[config.mk]
export PLATFORM = sky130hd
export DESIGN_NAME = mem_ctrl_top
export DESIGN_NICKNAME = d
export VERILOG_FILES = /design/src/common/mc_addr_pkg.sv /design/src/common/mc_cmd_pkg.sv /design/src/hdl/mc_request_queue.sv /design/src/hdl/mc_bank_sequencer.sv /design/src/hdl/mc_read_return.sv /design/src/hdl/mem_ctrl_top.sv
export VERILOG_INCLUDE_DIRS = /design/src /design/src/common
export SDC_FILE = /design/constraint.sdc
export NUM_CORES = 1
export LEC_CHECK = 0
export BUFFER_PORTS_ARGS = -buffer_cell sky130_fd_sc_hd__buf_2
export CAP_MARGIN = 20
export CORE_MARGIN = 2
export CORE_UTILIZATION = 62
export CTS_CLUSTER_DIAMETER = 80
export DETAILED_ROUTE_END_ITERATION = 6
export PLACE_DENSITY = 0.84
export SYNTH_ARGS = -nofsm -noshare
export SYNTH_HDL_FRONTEND = slang
export SYNTH_SLANG_ARGS = --single-unit
[constraint.sdc]
create_clock -name clk -period 8.75 [get_ports clk]
set_input_delay 0.4375 -clock clk [delete_from_list [all_inputs] [get_ports clk]]
set_output_delay 0.4375 -clock clk [all_outputs]
set_load 0.005 [all_outputs]
[src/common/mc_defines.svh]
`ifndef MC_DEFINES_SVH
`define MC_DEFINES_SVH

// ====================
// Widths and sizes
// ====================

`define MC_ADDR_W      24
`define MC_DATA_W      32
`define MC_ROW_W       12
`define MC_BANK_W      2
`define MC_COL_W       8
`define MC_NUM_BANKS   4
`define MC_QUEUE_DEPTH 4   // Request slots

// ====================
// DRAM timing
// ====================

// All values in controller clocks, scaled down for simulation
`define MC_T_RCD    4     // ACT to RD/WR, same bank
`define MC_T_RP     4     // PRE to next command
`define MC_T_RAS    8     // ACT to PRE, same bank
`define MC_T_CCD    2     // CAS to CAS
`define MC_T_RFC    16    // Quiet time after REF
`define MC_T_REFI   200   // Refresh interval
`define MC_READ_LAT 3     // RD command to data on phy_rdata

`endif

[src/common/mc_addr_pkg.sv]
`default_nettype none

`include "mc_defines.svh"

package mc_addr_pkg;

    // Address fields as seen by the DRAM
    typedef logic [`MC_ROW_W-1:0]  row_t;
    typedef logic [`MC_BANK_W-1:0] bank_t;
    typedef logic [`MC_COL_W-1:0]  col_t;

    typedef logic [`MC_DATA_W-1:0] data_t;

    // Request address layout, column in the low bits
    typedef struct packed {
        logic [`MC_ADDR_W-`MC_ROW_W-`MC_BANK_W-`MC_COL_W-1:0] spare;  // Unused top bits
        row_t  row;    // 21:10
        bank_t bank;   // 9:8
        col_t  col;    // 7:0
    } mem_addr_t;

endpackage

`default_nettype wire

[src/common/mc_cmd_pkg.sv]
`default_nettype none

package mc_cmd_pkg;

    // ====================
    // DRAM command set
    // ====================
    typedef enum logic [2:0] {
        NOP,    // Deselect
        ACT,    // Open a row
        RD,
        WR,
        PRE,    // Close one bank
        PREA,   // Close all banks, A10 high
        REF     // All-bank refresh
    } dram_cmd_t;

    // ====================
    // Sequencer FSM
    // ====================
    typedef enum logic [2:0] {
        S_IDLE,
        S_ACT_WAIT,   // tRCD after ACT
        S_PRE_WAIT,   // tRP after PRE
        S_CAS_GAP,    // tCCD after RD/WR
        S_REF_PREA,   // tRP after PREA, then REF
        S_REF_WAIT    // tRFC after REF
    } seq_state_t;

endpackage

`default_nettype wire

[src/hdl/mc_request_queue.sv]
`default_nettype none

`include "mc_defines.svh"

module mc_request_queue
    import mc_addr_pkg::*;
(
    input  logic      clk,
    input  logic      rst_n,
    input  logic      req_valid,
    input  logic      req_write,
    input  mem_addr_t req_addr,
    input  data_t     req_wdata,
    output logic      req_ready,
    output logic      head_valid,
    output logic      head_write,
    output row_t      head_row,
    output bank_t     head_bank,
    output col_t      head_col,
    output data_t     head_wdata,
    input  logic      pop
);

    localparam int DEPTH = `MC_QUEUE_DEPTH;
    localparam int PTR_W = $clog2(DEPTH);
    localparam int CNT_W = $clog2(DEPTH + 1);

    logic      slot_write [DEPTH];
    mem_addr_t slot_addr  [DEPTH];
    data_t     slot_wdata [DEPTH];

    logic [PTR_W-1:0] wr_ptr;
    logic [PTR_W-1:0] rd_ptr;
    logic [CNT_W-1:0] count;
    logic [CNT_W-1:0] count_next;
    logic             push;
    mem_addr_t        head_addr;

    function automatic logic [PTR_W-1:0] ptr_inc(input logic [PTR_W-1:0] ptr);
        if (ptr == PTR_W'(DEPTH - 1))
            return '0;
        return ptr + 1'b1;
    endfunction

    assign push = req_valid && req_ready;

    always_comb begin
        count_next = count;
        if (push && !pop)
            count_next = count + 1'b1;
        else if (pop && !push)
            count_next = count - 1'b1;
    end

    always_ff @(posedge clk or negedge rst_n) begin
        if (!rst_n) begin
            wr_ptr    <= '0;
            rd_ptr    <= '0;
            count     <= '0;
            req_ready <= 1'b0;    // Held low until out of reset
        end else begin
            if (push)
                wr_ptr <= ptr_inc(wr_ptr);
            if (pop)
                rd_ptr <= ptr_inc(rd_ptr);   // Slot freed on this edge
            count     <= count_next;
            req_ready <= (count_next != CNT_W'(DEPTH));
        end
    end

    always_ff @(posedge clk) begin
        if (push) begin
            slot_write[wr_ptr] <= req_write;
            slot_addr[wr_ptr]  <= req_addr;
            slot_wdata[wr_ptr] <= req_wdata;
        end
    end

    // Oldest entry, split into DRAM coordinates
    assign head_valid = (count != '0);
    assign head_addr  = slot_addr[rd_ptr];
    assign head_write = slot_write[rd_ptr];
    assign head_wdata = slot_wdata[rd_ptr];
    assign head_row   = head_addr.row;
    assign head_bank  = head_addr.bank;
    assign head_col   = head_addr.col;

endmodule

`default_nettype wire

[src/hdl/mc_bank_sequencer.sv]
`default_nettype none

`include "mc_defines.svh"

module mc_bank_sequencer
    import mc_addr_pkg::*;
    import mc_cmd_pkg::*;
(
    input  logic  clk,
    input  logic  rst_n,
    input  logic  head_valid,
    input  logic  head_write,
    input  row_t  head_row,
    input  bank_t head_bank,
    input  col_t  head_col,
    input  data_t head_wdata,
    output logic  pop,
    output logic  rd_issue,
    output logic  phy_cs_n,
    output logic  phy_ras_n,
    output logic  phy_cas_n,
    output logic  phy_we_n,
    output row_t  phy_addr,
    output bank_t phy_ba,
    output data_t phy_wdata
);

    localparam int NB     = `MC_NUM_BANKS;
    localparam int WAIT_W = $clog2(`MC_T_RFC + 1);
    localparam int CAS_W  = $clog2(`MC_T_CCD + 1);
    localparam int AGE_W  = $clog2(`MC_T_RAS + 1);
    localparam int REFI_W = $clog2(`MC_T_REFI);

    // Counter loads, the state is left when the counter reads zero
    localparam logic [WAIT_W-1:0] RCD_LOAD  = WAIT_W'(`MC_T_RCD - 2);
    localparam logic [WAIT_W-1:0] RP_LOAD   = WAIT_W'(`MC_T_RP - 2);
    localparam logic [WAIT_W-1:0] PREA_LOAD = WAIT_W'(`MC_T_RP - 1);  // REF issued at zero
    localparam logic [WAIT_W-1:0] RFC_LOAD  = WAIT_W'(`MC_T_RFC - 1);
    localparam logic [CAS_W-1:0]  CCD_LOAD  = CAS_W'(`MC_T_CCD - 2);
    localparam logic [AGE_W-1:0]  RAS_MAX   = AGE_W'(`MC_T_RAS);
    localparam logic [REFI_W-1:0] REFI_LAST = REFI_W'(`MC_T_REFI - 1);

    seq_state_t        state;
    seq_state_t        state_next;
    dram_cmd_t         cmd_next;
    dram_cmd_t         cmd_q;        // Command on the pins this cycle
    row_t              addr_next;
    logic              bank_open [NB];
    row_t              open_row  [NB];
    logic [AGE_W-1:0]  bank_age  [NB];   // Saturates at tRAS
    logic [WAIT_W-1:0] wait_cnt;
    logic [CAS_W-1:0]  cas_cnt;
    logic [REFI_W-1:0] refi_cnt;
    logic              ref_pending;
    logic              all_ras_ok;
    logic              row_hit;

    always_comb begin
        all_ras_ok = 1'b1;
        for (int i = 0; i < NB; i++) begin
            if (bank_open[i] && bank_age[i] != RAS_MAX)
                all_ras_ok = 1'b0;
        end
    end

    assign row_hit = bank_open[head_bank] && (open_row[head_bank] == head_row);

    // ====================
    // Command selection
    // ====================
    always_comb begin
        state_next = state;
        cmd_next   = NOP;
        addr_next  = '0;
        pop        = 1'b0;
        case (state)
            S_IDLE: begin
                if (ref_pending) begin
                    if (all_ras_ok) begin     // Wait out tRAS on open banks first
                        cmd_next      = PREA;
                        addr_next[10] = 1'b1;
                        state_next    = S_REF_PREA;
                    end
                end else if (head_valid) begin
                    if (!bank_open[head_bank]) begin
                        cmd_next   = ACT;
                        addr_next  = head_row;
                        state_next = S_ACT_WAIT;
                    end else if (row_hit) begin
                        cmd_next   = head_write ? WR : RD;
                        addr_next  = row_t'(head_col);
                        pop        = 1'b1;
                        state_next = S_CAS_GAP;
                    end else if (bank_age[head_bank] == RAS_MAX) begin
                        cmd_next   = PRE;         // Row conflict
                        state_next = S_PRE_WAIT;
                    end
                end
            end
            S_ACT_WAIT, S_PRE_WAIT, S_REF_WAIT: begin
                if (wait_cnt == '0)
                    state_next = S_IDLE;
            end
            S_CAS_GAP: begin
                if (cas_cnt == '0)
                    state_next = S_IDLE;
            end
            S_REF_PREA: begin
                if (wait_cnt == '0) begin
                    cmd_next   = REF;
                    state_next = S_REF_WAIT;
                end
            end
            default: state_next = S_IDLE;
        endcase
    end

    always_ff @(posedge clk or negedge rst_n) begin
        if (!rst_n) begin
            state    <= S_IDLE;
            cmd_q    <= NOP;
            rd_issue <= 1'b0;
            wait_cnt <= '0;
            cas_cnt  <= '0;
        end else begin
            state    <= state_next;
            cmd_q    <= cmd_next;
            rd_issue <= (cmd_next == RD);
            case (cmd_next)
                ACT:     wait_cnt <= RCD_LOAD;
                PRE:     wait_cnt <= RP_LOAD;
                PREA:    wait_cnt <= PREA_LOAD;
                REF:     wait_cnt <= RFC_LOAD;
                default: if (wait_cnt != '0) wait_cnt <= wait_cnt - 1'b1;
            endcase
            if (cmd_next == RD || cmd_next == WR)
                cas_cnt <= CCD_LOAD;
            else if (cas_cnt != '0)
                cas_cnt <= cas_cnt - 1'b1;
        end
    end

    // Refresh interval
    always_ff @(posedge clk or negedge rst_n) begin
        if (!rst_n) begin
            refi_cnt    <= '0;
            ref_pending <= 1'b0;
        end else begin
            if (refi_cnt == REFI_LAST) begin
                refi_cnt    <= '0;
                ref_pending <= 1'b1;
            end else begin
                refi_cnt <= refi_cnt + 1'b1;
                if (cmd_next == PREA)
                    ref_pending <= 1'b0;
            end
        end
    end

    // Open flags and tRAS age per bank
    always_ff @(posedge clk or negedge rst_n) begin
        if (!rst_n) begin
            for (int i = 0; i < NB; i++) begin
                bank_open[i] <= 1'b0;
                bank_age[i]  <= RAS_MAX;
            end
        end else begin
            for (int i = 0; i < NB; i++) begin
                if (cmd_next == ACT && head_bank == bank_t'(i)) begin
                    bank_open[i] <= 1'b1;
                    bank_age[i]  <= AGE_W'(1);
                end else begin
                    if (bank_age[i] != RAS_MAX)
                        bank_age[i] <= bank_age[i] + 1'b1;
                    if (cmd_next == PREA || (cmd_next == PRE && head_bank == bank_t'(i)))
                        bank_open[i] <= 1'b0;
                end
            end
        end
    end

    always_ff @(posedge clk) begin
        phy_addr <= addr_next;
        phy_ba   <= head_bank;
        if (cmd_next == ACT)
            open_row[head_bank] <= head_row;
        if (cmd_next == WR)
            phy_wdata <= head_wdata;    // Valid during the WR cycle
    end

    // ====================
    // Pin encoding
    // ====================
    always_comb begin
        phy_cs_n  = 1'b0;
        phy_ras_n = 1'b1;
        phy_cas_n = 1'b1;
        phy_we_n  = 1'b1;
        case (cmd_q)
            ACT:  phy_ras_n = 1'b0;
            RD:   phy_cas_n = 1'b0;
            WR: begin
                phy_cas_n = 1'b0;
                phy_we_n  = 1'b0;
            end
            PRE, PREA: begin              // A10 tells them apart
                phy_ras_n = 1'b0;
                phy_we_n  = 1'b0;
            end
            REF: begin
                phy_ras_n = 1'b0;
                phy_cas_n = 1'b0;
            end
            default: phy_cs_n = 1'b1;
        endcase
    end

endmodule

`default_nettype wire

[src/hdl/mc_read_return.sv]
`default_nettype none

`include "mc_defines.svh"

module mc_read_return
    import mc_addr_pkg::*;
(
    input  logic  clk,
    input  logic  rst_n,
    input  logic  rd_issue,
    input  data_t phy_rdata,
    output logic  rsp_valid,
    output data_t rsp_data
);

    localparam int LAT = `MC_READ_LAT;

    logic [LAT-1:0] rd_pipe;   // One bit per read in flight
    logic           rd_due;

    // Data is on phy_rdata in the cycle the last stage is set
    assign rd_due = rd_pipe[LAT-1];

    always_ff @(posedge clk or negedge rst_n) begin
        if (!rst_n) begin
            rd_pipe   <= '0;
            rsp_valid <= 1'b0;
        end else begin
            rd_pipe   <= (rd_pipe << 1) | LAT'(rd_issue);
            rsp_valid <= rd_due;    // Single-cycle strobe
        end
    end

    always_ff @(posedge clk) begin
        if (rd_due)
            rsp_data <= phy_rdata;
    end

endmodule

`default_nettype wire

[src/hdl/mem_ctrl_top.sv]
`default_nettype none

module mem_ctrl_top
    import mc_addr_pkg::*;
(
    input  logic      clk,
    input  logic      rst_n,
    // Request side
    input  logic      req_valid,
    input  logic      req_write,
    input  mem_addr_t req_addr,
    input  data_t     req_wdata,
    output logic      req_ready,
    // Response side, no back-pressure
    output logic      rsp_valid,
    output data_t     rsp_data,
    // DRAM PHY
    output logic      phy_cs_n,
    output logic      phy_ras_n,
    output logic      phy_cas_n,
    output logic      phy_we_n,
    output row_t      phy_addr,
    output bank_t     phy_ba,
    output data_t     phy_wdata,
    input  data_t     phy_rdata
);

    logic  head_valid;
    logic  head_write;
    row_t  head_row;
    bank_t head_bank;
    col_t  head_col;
    data_t head_wdata;
    logic  pop;
    logic  rd_issue;

    // ====================
    // Decode stage
    // ====================
    mc_request_queue u_request_queue (
        .clk        (clk),
        .rst_n      (rst_n),
        .req_valid  (req_valid),
        .req_write  (req_write),
        .req_addr   (req_addr),
        .req_wdata  (req_wdata),
        .req_ready  (req_ready),
        .head_valid (head_valid),
        .head_write (head_write),
        .head_row   (head_row),
        .head_bank  (head_bank),
        .head_col   (head_col),
        .head_wdata (head_wdata),
        .pop        (pop)
    );

    // Execute stage
    mc_bank_sequencer u_bank_sequencer (
        .clk        (clk),
        .rst_n      (rst_n),
        .head_valid (head_valid),
        .head_write (head_write),
        .head_row   (head_row),
        .head_bank  (head_bank),
        .head_col   (head_col),
        .head_wdata (head_wdata),
        .pop        (pop),
        .rd_issue   (rd_issue),
        .phy_cs_n   (phy_cs_n),
        .phy_ras_n  (phy_ras_n),
        .phy_cas_n  (phy_cas_n),
        .phy_we_n   (phy_we_n),
        .phy_addr   (phy_addr),
        .phy_ba     (phy_ba),
        .phy_wdata  (phy_wdata)
    );

    // Result stage
    mc_read_return u_read_return (
        .clk       (clk),
        .rst_n     (rst_n),
        .rd_issue  (rd_issue),
        .phy_rdata (phy_rdata),
        .rsp_valid (rsp_valid),
        .rsp_data  (rsp_data)
    );

endmodule

`default_nettype wire

# [Word-level counts from Yosys, hierarchy flattened]
# Memory sizes are Yosys's and may differ from the RTL's. A register that Yosys moved wholly into a read port is not among the register bits.
# Index checks and enable logic that the tools add are counted.
[totals] regBits=101 ram_bits=276 inputBits=92 out_inout_bits=84 elab_cells=210 n_memories=4
[op_classes] addsub=11 magnitude_cmp=1 eq_ne=36 n_mux=80 bitwise_logic=4 n_reduce_logical=49
[memory_table] memory="u_request_queue.slot_wdata" words=4 width=32 read_ports=1 rd_clocked_by_memory_dff=1 write_ports=1 line_no="mc_request_queue.sv:30" text="data_t slot_wdata [DEPTH];"
[memory_table] memory="u_request_queue.slot_addr" words=4 width=24 read_ports=1 rd_clocked_by_memory_dff=0 write_ports=1 line_no="mc_request_queue.sv:29" text="mem_addr_t slot_addr [DEPTH];"
[memory_table] memory="u_bank_sequencer.open_row" words=4 width=12 read_ports=1 rd_clocked_by_memory_dff=0 write_ports=1 line_no="mc_bank_sequencer.sv:49" text="row_t open_row [NB];"
[memory_table] memory="u_request_queue.slot_write" words=4 width=1 read_ports=1 rd_clocked_by_memory_dff=0 write_ports=1 line_no="mc_request_queue.sv:28" text="logic slot_write [DEPTH];"
[op_table] op="$mux 3" count=18
[op_table] op="$mux 4" count=10
[op_table] op="$mux 1" count=36
[op_table] op="$eq 3x3->1 const B" count=8
[op_table] op="$reduce_bool 2->1" count=11
[op_table] op="$eq 3x2->1 const B" count=6
[op_table] op="$add 4x1->4 const B" count=4
[op_table] op="$logic_and 1x1->1" count=16
[op_table] op="$mux 8" count=2
[op_table] op="$ne 4x4->1 const B" count=4
[op_table] op="$pmux 5 s3" count=1
[op_table] op="$eq 12x12->1" count=1
[op_table] op="$mux 12" count=1
[op_table] op="$mux 2" count=6
[op_table] op="$pmux 3 s4" count=1
[op_table] op="$reduce_or 3->1" count=4
[op_table] op="$mux 11" count=1
[op_table] op="$eq 3x1->1 const B" count=3
[op_table] op="$add 8x1->8 const B" count=1
[op_table] op="$bmux 4 s2" count=1
[op_table] op="$eq 2x2->1 const B" count=4
[op_table] op="$eq 8x8->1 const B" count=1
[op_table] op="$ne 2x1->1 const B" count=3
[op_table] op="$ne 3x3->1 const B" count=2
[op_table] op="other kinds (28)" count=36

# [Depth between registers and ports, before layout]
# Gate-level depths: netlist of run 1.
# An unclocked memory read counts as a cell.
[logic_depth] ltp_word=17 ltp_mapped=12 mapped_depth_nobuf=11

# [Hierarchy]
# Synthesis of run 1 repeated with hierarchy kept, for this count alone.
[hier_totals] cells_unflattened=756 hier_area_um2=15175.8
[modules_own_cells] module="mc_request_queue" n_inst=1 cells_each=334 area_per_inst_um2=8486.9
[modules_own_cells] module="mc_bank_sequencer" n_inst=1 cells_each=386 area_per_inst_um2=5627.9
[modules_own_cells] module="mc_read_return" n_inst=1 cells_each=36 area_per_inst_um2=1061.0

# [Worst setup path before layout of run 1]
# OpenSTA, ideal clock, no wires.
[synth_path] path_kind="flip-flop to flip-flop" start="register u_request_queue.rd_ptr[0]" end="register u_bank_sequencer.phy_wdata[0], read port of u_request_queue.slot_wdata, enable pin" setup_ns=0.468 t_arrival_ns=4.885 required_ns=8.282 setup_slack_ns=3.397 stages_incl_launch_ff=10 synth_period_minus_slack_ns=5.353 cell_sequence="dfrtp_1 buf_2 buf_2 mux4_2 xnor2_1 and4_1 nand3_1 o21ai_0 a21oi_1 nor3b_1"
[synth_via] elab_cells_between_ends=21 cone_classes="eq/ne: 3; mux: 13; bitwise: 1; reduce/logical: 1; memory: 3"
[synth_rtl] element="start, declared" line_no="mc_request_queue.sv:33" text="logic [PTR_W-1:0] rd_ptr;"
[synth_rtl] element="start signal, assigned" line_no="mc_request_queue.sv:65" text="rd_ptr <= ptr_inc(rd_ptr);"
[synth_rtl] element="$mem_v2 4x24"
[synth_rtl] element="net head_row[3]" line_no="mem_ctrl_top.sv:30" text="row_t head_row;"
[synth_rtl] element="$eq 12x12->1" line_no="mc_bank_sequencer.sv:66" text="assign row_hit = bank_open[head_bank] && (open_row[head_bank] == head_row);"
[synth_rtl] element="$logic_and 1x1->1" line_no="mc_bank_sequencer.sv:66"
[synth_rtl] element="$mux 3" line_no="mc_bank_sequencer.sv:89" text="end else if (row_hit) begin"
[synth_rtl] element="$mux 3" line_no="mc_bank_sequencer.sv:85" text="if (!bank_open[head_bank]) begin"
[synth_rtl] element="$mux 3" line_no="mc_bank_sequencer.sv:84" text="end else if (head_valid) begin"
[synth_rtl] element="$mux 3" line_no="mc_bank_sequencer.sv:78" text="if (ref_pending) begin"
[synth_rtl] element="$pmux 3 s2" line_no="mc_bank_sequencer.sv:76" text="case (state)"
[synth_rtl] element="$eq 3x2->1" line_no="mc_bank_sequencer.sv:187" text="if (cmd_next == WR)"
[synth_rtl] element="end, declared" line_no="mc_bank_sequencer.sv:25" text="output data_t phy_wdata"
# The timed path passes the listed nets, and every way through them passes these cells. The select of a mux whose other input is x is not followed.
# A chain may end at the register's enable or synchronous reset.

# [Final worst setup path of run 1]
[layout_path] start="register u_request_queue.rd_ptr[1]" end="register u_bank_sequencer.phy_wdata[12], read port of u_request_queue.slot_wdata, enable pin"
[layout_via] elab_chain_len=13 elab_cells_between_ends=21 cone_classes="eq/ne: 3; mux: 13; bitwise: 1; reduce/logical: 1; memory: 3"
[layout_rtl] element="$mem_v2 4x24"
[layout_rtl] element="$not 2->3 (not written as such)" line_no="mc_bank_sequencer.sv:66, mc_bank_sequencer.sv:85, mc_bank_sequencer.sv:94"
[layout_rtl] element="$bmux 4 s2" line_no="mc_bank_sequencer.sv:94" text="end else if (bank_age[head_bank] == RAS_MAX) begin"
[layout_rtl] element="$mux 4 (not written as such) (2 in series)" line_no="mc_bank_sequencer.sv:94"
[layout_rtl] element="$eq 4x4->1" line_no="mc_bank_sequencer.sv:94"
[layout_rtl] element="$mux 3" line_no="mc_bank_sequencer.sv:94"
[layout_rtl] element="$mux 3" line_no="mc_bank_sequencer.sv:89"
[layout_rtl] element="$mux 3" line_no="mc_bank_sequencer.sv:85"
[layout_rtl] element="$mux 3" line_no="mc_bank_sequencer.sv:84"
[layout_rtl] element="$mux 3" line_no="mc_bank_sequencer.sv:78"
[layout_rtl] element="$pmux 3 s2" line_no="mc_bank_sequencer.sv:76"
[layout_rtl] element="$eq 3x2->1" line_no="mc_bank_sequencer.sv:187"
# Parallel ways exist; a longest one is shown, timed or not. The select of a mux whose other input is x is not followed.

==> results of run 1 <==
[cell families after synthesis]
kind of cell | count (synthesis) | share of synthesized area, %
xor+xnor | 33 | 1.91
simple gates | 131 | 4.51
mux | 102 | 11.4
buf+inv | 41 | 1.22
fa+ha+maj | 19 | 1.57
flops | 401 | 76.9
compound gates | 61 | 2.52
[power breakdown]
part	internal (mW)	switching, mW	total (mW)
sequential	2.43	0.146	2.58
clock	0.889	0.667	1.56
combinational	0.345	0.492	0.837
total	3.66	1.31	4.97
[cell usage after synthesis (all sizes together) (2+ instances only)]
library cell | number | share of area, %
dfrtp | 51 | 8.4
or3 | 4 | 0.17
dfxtp | 14 | 1.9
nor2 | 30 | 0.74
o31ai | 3 | 0.15
ha | 19 | 1.6
nor3b | 4 | 0.23
nand4 | 4 | 0.17
inv | 18 | 0.45
edfxtp | 332 | 66
a31oi | 3 | 0.12
mux2i | 40 | 2.6
a21oi | 14 | 0.46
o221a | 2 | 0.15
nor2b | 3 | 0.12
or4b | 2 | 0.13
nand3 | 17 | 0.56
and4b | 2 | 0.13
and2 | 5 | 0.21
o21a | 2 | 0.099
clkbuf | 10 | 0.25
mux2 | 6 | 0.45
or2 | 3 | 0.12
a22o | 8 | 0.46
nor3 | 5 | 0.17
buf | 13 | 0.52
nand2 | 32 | 0.79
and3 | 8 | 0.33
o21ai | 23 | 0.76
nor4b | 3 | 0.17
xor2 | 12 | 0.69
xnor2 | 21 | 1.2
nand2b | 4 | 0.17
o211ai | 2 | 0.099
dfstp | 4 | 0.69
mux4 | 56 | 8.3
[cell usage in the layout, fill, tap and decap left out, types with 12 or more instances in the layout]
cell       count
edfxtp_1     332
buf_2        173
mux4_2        56
dfrtp_1       49
mux2i_1       40
clkbuf_16     38
nand2_1       32
nor2_1        29
o21ai_0       23
xnor2_1       21
ha_1          19
inv_1         18
nand3_1       17
a21oi_1       14
dfxtp_1       14
xor2_1        12
[worst max-delay path by stage]
stage | start | to | slack, ns | cells past startpoint
3_5_place_dp | u_request_queue.rd_ptr[1] | u_bank_sequencer.phy_wdata[12] | 3.74 | 10
2_1_floorplan | u_request_queue.rd_ptr[0] | u_bank_sequencer.phy_wdata[0] | 3.40 | 9
5_1_grt | u_request_queue.rd_ptr[1] | u_bank_sequencer.phy_wdata[12] | 3.45 | 10
4_1_cts | u_request_queue.rd_ptr[1] | u_bank_sequencer.phy_wdata[14] | 3.70 | 10
3_3_place_gp | u_request_queue.rd_ptr[1] | u_bank_sequencer.phy_wdata[12] | 3.94 | 10
6_report | u_request_queue.rd_ptr[1] | u_bank_sequencer.phy_wdata[12] | 3.74 | 10
[layout make-up]
cell class / instances / area [sq um]
sequential: 401 / 11600
fill: 1398 / 6550
multi-input combinational: 346 / 3340
clock buffer: 55 / 1070
timing repair buffer: 185 / 976
tap: 324 / 405
clock inverter: 13 / 114
inverter: 18 / 67.6
antenna: 5 / 12.5
[per-layer routing]
layer / up-vias / GRT usage, % / wire length, um
met2: 279 / 40.3 / 15300
li1: 3497 / - / -
met5: - / 0 / 11
met3: 66 / 5.77 / 2100
met1: 3928 / 28.5 / 10900
met4: 2 / 9.17 / 827
[critical path, stage by stage (launching register included)]
cell and delay (ns):
dfrtp_2 0.35, buf_4 0.61, mux4_2 1.06, mux2i_1 0.28
mux2i_1 0.12, xnor2_1 0.34, nand4_1 0.17, nor4_1 0.31
and3_1 0.60, nor3b_2 0.28, buf_4 0.45
[registers in the layout, indices dropped and copies added (netlist names)]
name / cells
u_bank_sequencer.cmd_q: 3
u_read_return.rd_pipe: 3
u_bank_sequencer.refi_cnt: 8
u_bank_sequencer.bank_open: 4
u_bank_sequencer.ref_pending: 1
u_read_return.rsp_valid: 1
u_request_queue.slot_write: 4
u_read_return.rsp_data: 32
u_bank_sequencer.bank_age: 16
u_bank_sequencer.phy_ba: 2
u_bank_sequencer.phy_addr: 12
u_request_queue.rd_ptr: 2
u_request_queue.count: 3
u_bank_sequencer.open_row: 48
u_bank_sequencer.state: 3
u_bank_sequencer.phy_wdata: 32
u_bank_sequencer.cas_cnt: 2
u_request_queue.slot_addr: 88
u_bank_sequencer.wait_cnt: 5
u_request_queue.wr_ptr: 2
u_request_queue.slot_wdata: 128
u_bank_sequencer.rd_issue: 1
u_request_queue.req_ready: 1
==> flow_summary.yaml, run 1 <==
synth:
  yosys_warnings: 0
  ys_seq_elements: 401
  synthFlopType: "edfxtp_1"
  async_flop_share_pct: 13.7
  syn_area_sq_um: 15100
  postSynthAreaPerCell_sq_um: 19.2
  yosysSeqAreaShare_pct: 76.9
  synth_edf_count: 332
  netlist_instances: 788
  syn_nets: 899
  synthDistinctLibCells: 49
floorplan:
  io_pins: 176
  rows: 57
  die_h_um: 160
  dieArea_sq_um: 25700
  core_area_sq_um: 24200
  die_w_um: 160
  initial_core_util_pct: 62.6
worst_setup_path:
  endpoint_kind: "register"
  worstReg2RegEnd: "u_bank_sequencer.phy_wdata[12]"
  cp_max_fo: 57
  critPathLaunchType: "register"
  reg2regPathDepth: 10
  required_ns: 8.91
  crit_type: "register to register"
  r2r_setup_slack_ns: 3.74
  arrival_ns: 5.17
  r2r-start: "u_request_queue.rd_ptr[1]"
sta:
  finalSetupTns_ns: 0
  fin_crit_sh_pct: 57.3
  grt_setup_unrepaired: "no"
  whs_ns: 0.0532
  slew_viol_final: 0
  relSlewSlack_pct: 32.4
  setup_ws_ns: 3.74
  setup_viol: 0
  tightest_slew_ns: 1.01
  min_period_ns: 5.01
  final.setup_skew_ns: 0.0218
  fmax_mhz: 200
  hold_violations: 0
place:
  dp_cells: 1272
  preCtsSetupSlack_ns: 3.74
  io_buffers: 173
  gp_congestion: 0.794
  placed_area_sq_um: 16400
  hpwl_um: 16700
detailed_routing:
  drtIter0Drc: 591
  avgViaCountPerCell: 5.77
  drt-total-wl_um: 29100
  wire_per_inst_um: 21.6
  antenna_left: 0
  dr.pass1.iters: 5
  num_vias: 7772
  drc: 0
cells_and_area:
  fin_nets: 1101
  area_growth_pct: 16.5
  final_cell_area_sq_um: 17600
  drive_gt1_share_pct: 31.5
  postLayoutCoreUtil_pct: 72.9
  fin_cells: 1347
clocking:
  cts_tree: "done"
  cts.sinks: 401
  clock_path_buffers: 3
  postCtsSetupRepairBufs: 0
  clockRootBuffer: "clkbuf_16"
  hold_buffers: 0
  cts_buffers: 38
  cts-resized-gates: 0
  cts_max_level: 2
  clk_pin_slew_ns: 0.06
  insertion_delay_ns: 0.53
global_routing:
  grt_max_degree: 58
  grt_pass1_vias: 8035
  grt_pass1_wl_um: 45000
  antenna_found_initial: 6
  grt_overflow: 0
  grt_use_total_pct: 23.3
power:
  ir_worst_vdd_mv: 0.197
  p_per_area_nw_per_um2: 282
  p_leak_nw: 6.41
  finalPower_mw: 4.97
worst_hold_path:
  hold_path_class: "input port to async pin"
run:
  cap_violations: 0
status:
  status: "completed"
Power figures use the tool's default switching activity.
==> inputs of run 2 (changes only) <==
--- a/config.mk
+++ b/config.mk
@@ -6,13 +6,14 @@
 export SDC_FILE = /design/constraint.sdc
 export NUM_CORES = 1
 export LEC_CHECK = 0
+export ABC_AREA = 1
 export BUFFER_PORTS_ARGS = -buffer_cell sky130_fd_sc_hd__buf_2
 export CAP_MARGIN = 20
 export CORE_MARGIN = 2
-export CORE_UTILIZATION = 62
+export CORE_UTILIZATION = 58
 export CTS_CLUSTER_DIAMETER = 80
 export DETAILED_ROUTE_END_ITERATION = 6
-export PLACE_DENSITY = 0.84
+export PLACE_DENSITY = 0.79
 export SYNTH_ARGS = -nofsm -noshare
 export SYNTH_HDL_FRONTEND = slang
 export SYNTH_SLANG_ARGS = --single-unit
==> constraint.sdc (replaced) <==
create_clock -name clk -period 4.75 [get_ports clk]
set_input_delay 0.2375 -clock clk [delete_from_list [all_inputs] [get_ports clk]]
set_output_delay 0.2375 -clock clk [all_outputs]
set_load 0.005 [all_outputs]
==> run 2 against run 1 <==
Setup slack worse by 3.3 ns; cell count up 38%; power up 90%; critical path depth up 3; maximum frequency up 16%; first-iteration DRC count up 63%; clock skew down 0.0022 ns; flip-flop and latch count unchanged; area after synthesis up 3.0%; sequential share of layout area down 4.5 points; clock power up 85%; clock-buffer cell count down 2.
==> flow_summary.yaml, run 2 <==
floorplan:
  die_h_um: 168
  core_area_sq_um: 26200
  dieArea_sq_um: 28200
  io_pins: 176
  initial_core_util_pct: 59.5
  rows: 59
  die_w_um: 168
cells_and_area:
  final_cell_area_sq_um: 18900
  num-fill-cells: 1616
  top_register: "u_request_queue.slot_wdata"
  fin_cells: 1864
  drive_gt1_share_pct: 18.1
  fin_nets: 1611
  largest_register_ffs: 128
  mostFrequentLayoutCells: "edfxtp_1 (332), nand2_1 (196), buf_2 (173), nor2_1 (147), o21ai_0 (124)"
  area_growth_pct: 21.4
  layout_commonest_cell: "edfxtp_1"
  largestRegisters: "u_request_queue.slot_wdata (128), u_request_queue.slot_addr (88), u_bank_sequencer.open_row (48)"
worst_setup_path:
  crit_type: "register to register"
  crit_path_max_incr_delay_ns: 0.57
  endpoint_kind: "register"
  cp_max_fo: 55
  required_ns: 4.97
  crit_chain: "inv_2, buf_4, nand3_1, nand2_4, inv_2, nand2_1, inv_1, a22oi_1, nand2_1, nor2_1, clkinv_1, nor2_1, buf_4"
  crit_buf_inv: 6
  arrival_ns: 4.53
  critical-path-top-delay-family: "buffers and inverters"
  critPathLaunchType: "register"
  cp_slowest_cell: "buf_4"
global_routing:
  grt_pass1_wl_um: 52700
  grt_use_total_pct: 23.8
  grt_max_degree: 97
  antenna_found_initial: 1
  grt_pass1_vias: 10700
  grt_overflow: 0
synth:
  netlist_instances: 1225
  postSynthAreaPerCell_sq_um: 12.7
  syn_nets: 1336
  syn_area_sq_um: 15600
  synth_common_cells: "edfxtp_1 (332), nand2_1 (196), nor2_1 (151), o21ai_0 (124), inv_1 (80)"
  synthDistinctLibCells: 42
  synth_area_leaders: "edfxtp_1 (64%), dfrtp_1 (8.2%), nand2_1 (4.7%)"
  async_flop_share_pct: 13.7
  ys_seq_elements: 401
  yosysTopAreaCellShare_pct: 64.0
  synth_edf_count: 332
  yosysSeqAreaShare_pct: 74.6
  synth_most_common_cell: "edfxtp_1"
  synthFlopType: "edfxtp_1"
  yosys_warnings: 0
  synth_top_area_cell: "edfxtp_1"
sta:
  min_period_ns: 4.30
  relSlewSlack_pct: 35.5
  grt_setup_unrepaired: "no"
  hold_violations: 0
  final.setup_skew_ns: 0.0196
  fin_crit_sh_pct: 90.6
  finalSetupTns_ns: 0
  slew_viol_final: 0
  whs_ns: 0.347
  tightest_slew_ns: 0.967
  fmax_mhz: 232
  setup_viol: 0
detailed_routing:
  met1Wirelength_um: 13100
  antenna_left: 0
  highest_layer: "met4"
  wl_met2_um: 16700
  drc: 0
  dr_wl_met3_um: 2690
  wire_per_inst_um: 17.9
  num_vias: 10300
  drtIter0Drc: 964
  avgViaCountPerCell: 5.55
  dr.pass1.iters: 5
  drt-total-wl_um: 33400
place:
  dp_cells: 1706
  hpwl_um: 18300
  gp_congestion: 0.825
  io_buffers: 173
  placed_area_sq_um: 16800
clocking:
  cts.sinks: 401
  clock_path_buffers: 3
  insertion_delay_ns: 0.54
  cts_buffers: 39
  cts_tree: "done"
  cts_max_level: 2
  clk_pin_slew_ns: 0.06
  clockRootBuffer: "clkbuf_16"
power:
  p_leak_nw: 7.53
  ir_worst_vdd_mv: 0.386
  finalPower_mw: 9.42
  p_per_area_nw_per_um2: 498
status:
  status: "completed"
worst_hold_path:
  hold_path_class: "register to register"
run:
  cap_violations: 0
## run 2: report_power, final
part | switching, mW | internal [mW] | total, mW
clock network | 1.26 | 1.62 | 2.88
logic | 1.21 | 0.603 | 1.81
registers | 0.230 | 4.50 | 4.73
## run 2: cell families (layout without fill, tap and decap cells)
kind of cell | Yosys count | count (layout) | synth area share [%]
compound gates | 201 | 201 | 7.12
xor+xnor | 16 | 16 | 0.948
fa+ha+maj | 19 | 19 | 1.53
buf+inv | 132 | 435 | 3.49
flops | 401 | 401 | 74.6
other cells | 0 | 1 | 0
simple gates | 456 | 456 | 12.3
## run 2: worst register-to-register path, cell delays in order, from the launching register on
cell	delay (ns)
dfrtp_1	0.53
inv_2	0.32
buf_4	0.57
nand3_1	0.28
nand2_4	0.26
inv_2	0.20
nand2_1	0.12
inv_1	0.10
a22oi_1	0.18
nand2_1	0.19
nor2_1	0.25
clkinv_1	0.12
nor2_1	0.54
buf_4	0.32
## run 2: per-layer routing
layer | vias to the layer above | global-route usage (%)
li1 | 4854 | -
met2 | 449 | 41.1
met3 | 70 | 5.55
met1 | 4964 | 29.0
met4 | 0 | 10.1
met5 | - | 0
## run 2: layout make-up
| type | instances | area (sq um) | area share, % |
|---|---|---|---|
| flip-flops and latches | 401 | 11600 | 61.5 |
| clock inverters | 16 | 129 | 0.682 |
| well taps | 335 | 419 | 2.22 |
| inverters | 86 | 323 | 1.71 |
| clock buffers | 53 | 1050 | 5.55 |
| multi-input cells | 692 | 3440 | 18.2 |
| diodes | 1 | 2.50 | 0.0132 |
| repair buffers | 280 | 1910 | 10.1 |
## run 2: final timing paths
| path | startpoint | end | slack, ns | cells after the start |
|---|---|---|---|---|
| worst max-delay path | u_request_queue.rd_ptr[1] | u_bank_sequencer.open_row[2][1] | 0.45 | 13 |
| worst min-delay path | u_read_return.rd_pipe[1] | u_read_return.rd_pipe[2] | 0.35 | 0 |
| worst max register to register | u_request_queue.rd_ptr[1] | u_bank_sequencer.open_row[2][1] | 0.45 | 13 |
| worst min register to register | u_read_return.rd_pipe[1] | u_read_return.rd_pipe[2] | 0.35 | 0 |
| max in group asynchronous | rst_n | u_request_queue.rd_ptr[0] | 3.81 | 3 |
| min in group asynchronous | rst_n | u_bank_sequencer.bank_age[2] | 0.39 | 3 |
## run 2: metrics by stage
step / worst slack [ns] / util (%)
2_1_floorplan: 0.130 / -
4_1_cts: 0.556 / 72.1
3_3_place_gp: 0.670 / 64.2
5_1_grt: 0.179 / 72.2
3_5_place_dp: 0.598 / 64.3
6_report: 0.446 / 72.2
## run 2: timing repair
action                    CTS  global route
hold buffers               88             0
buffers inserted            0             0
gates resized for setup     0             0
hold endpoints to repair  303             0
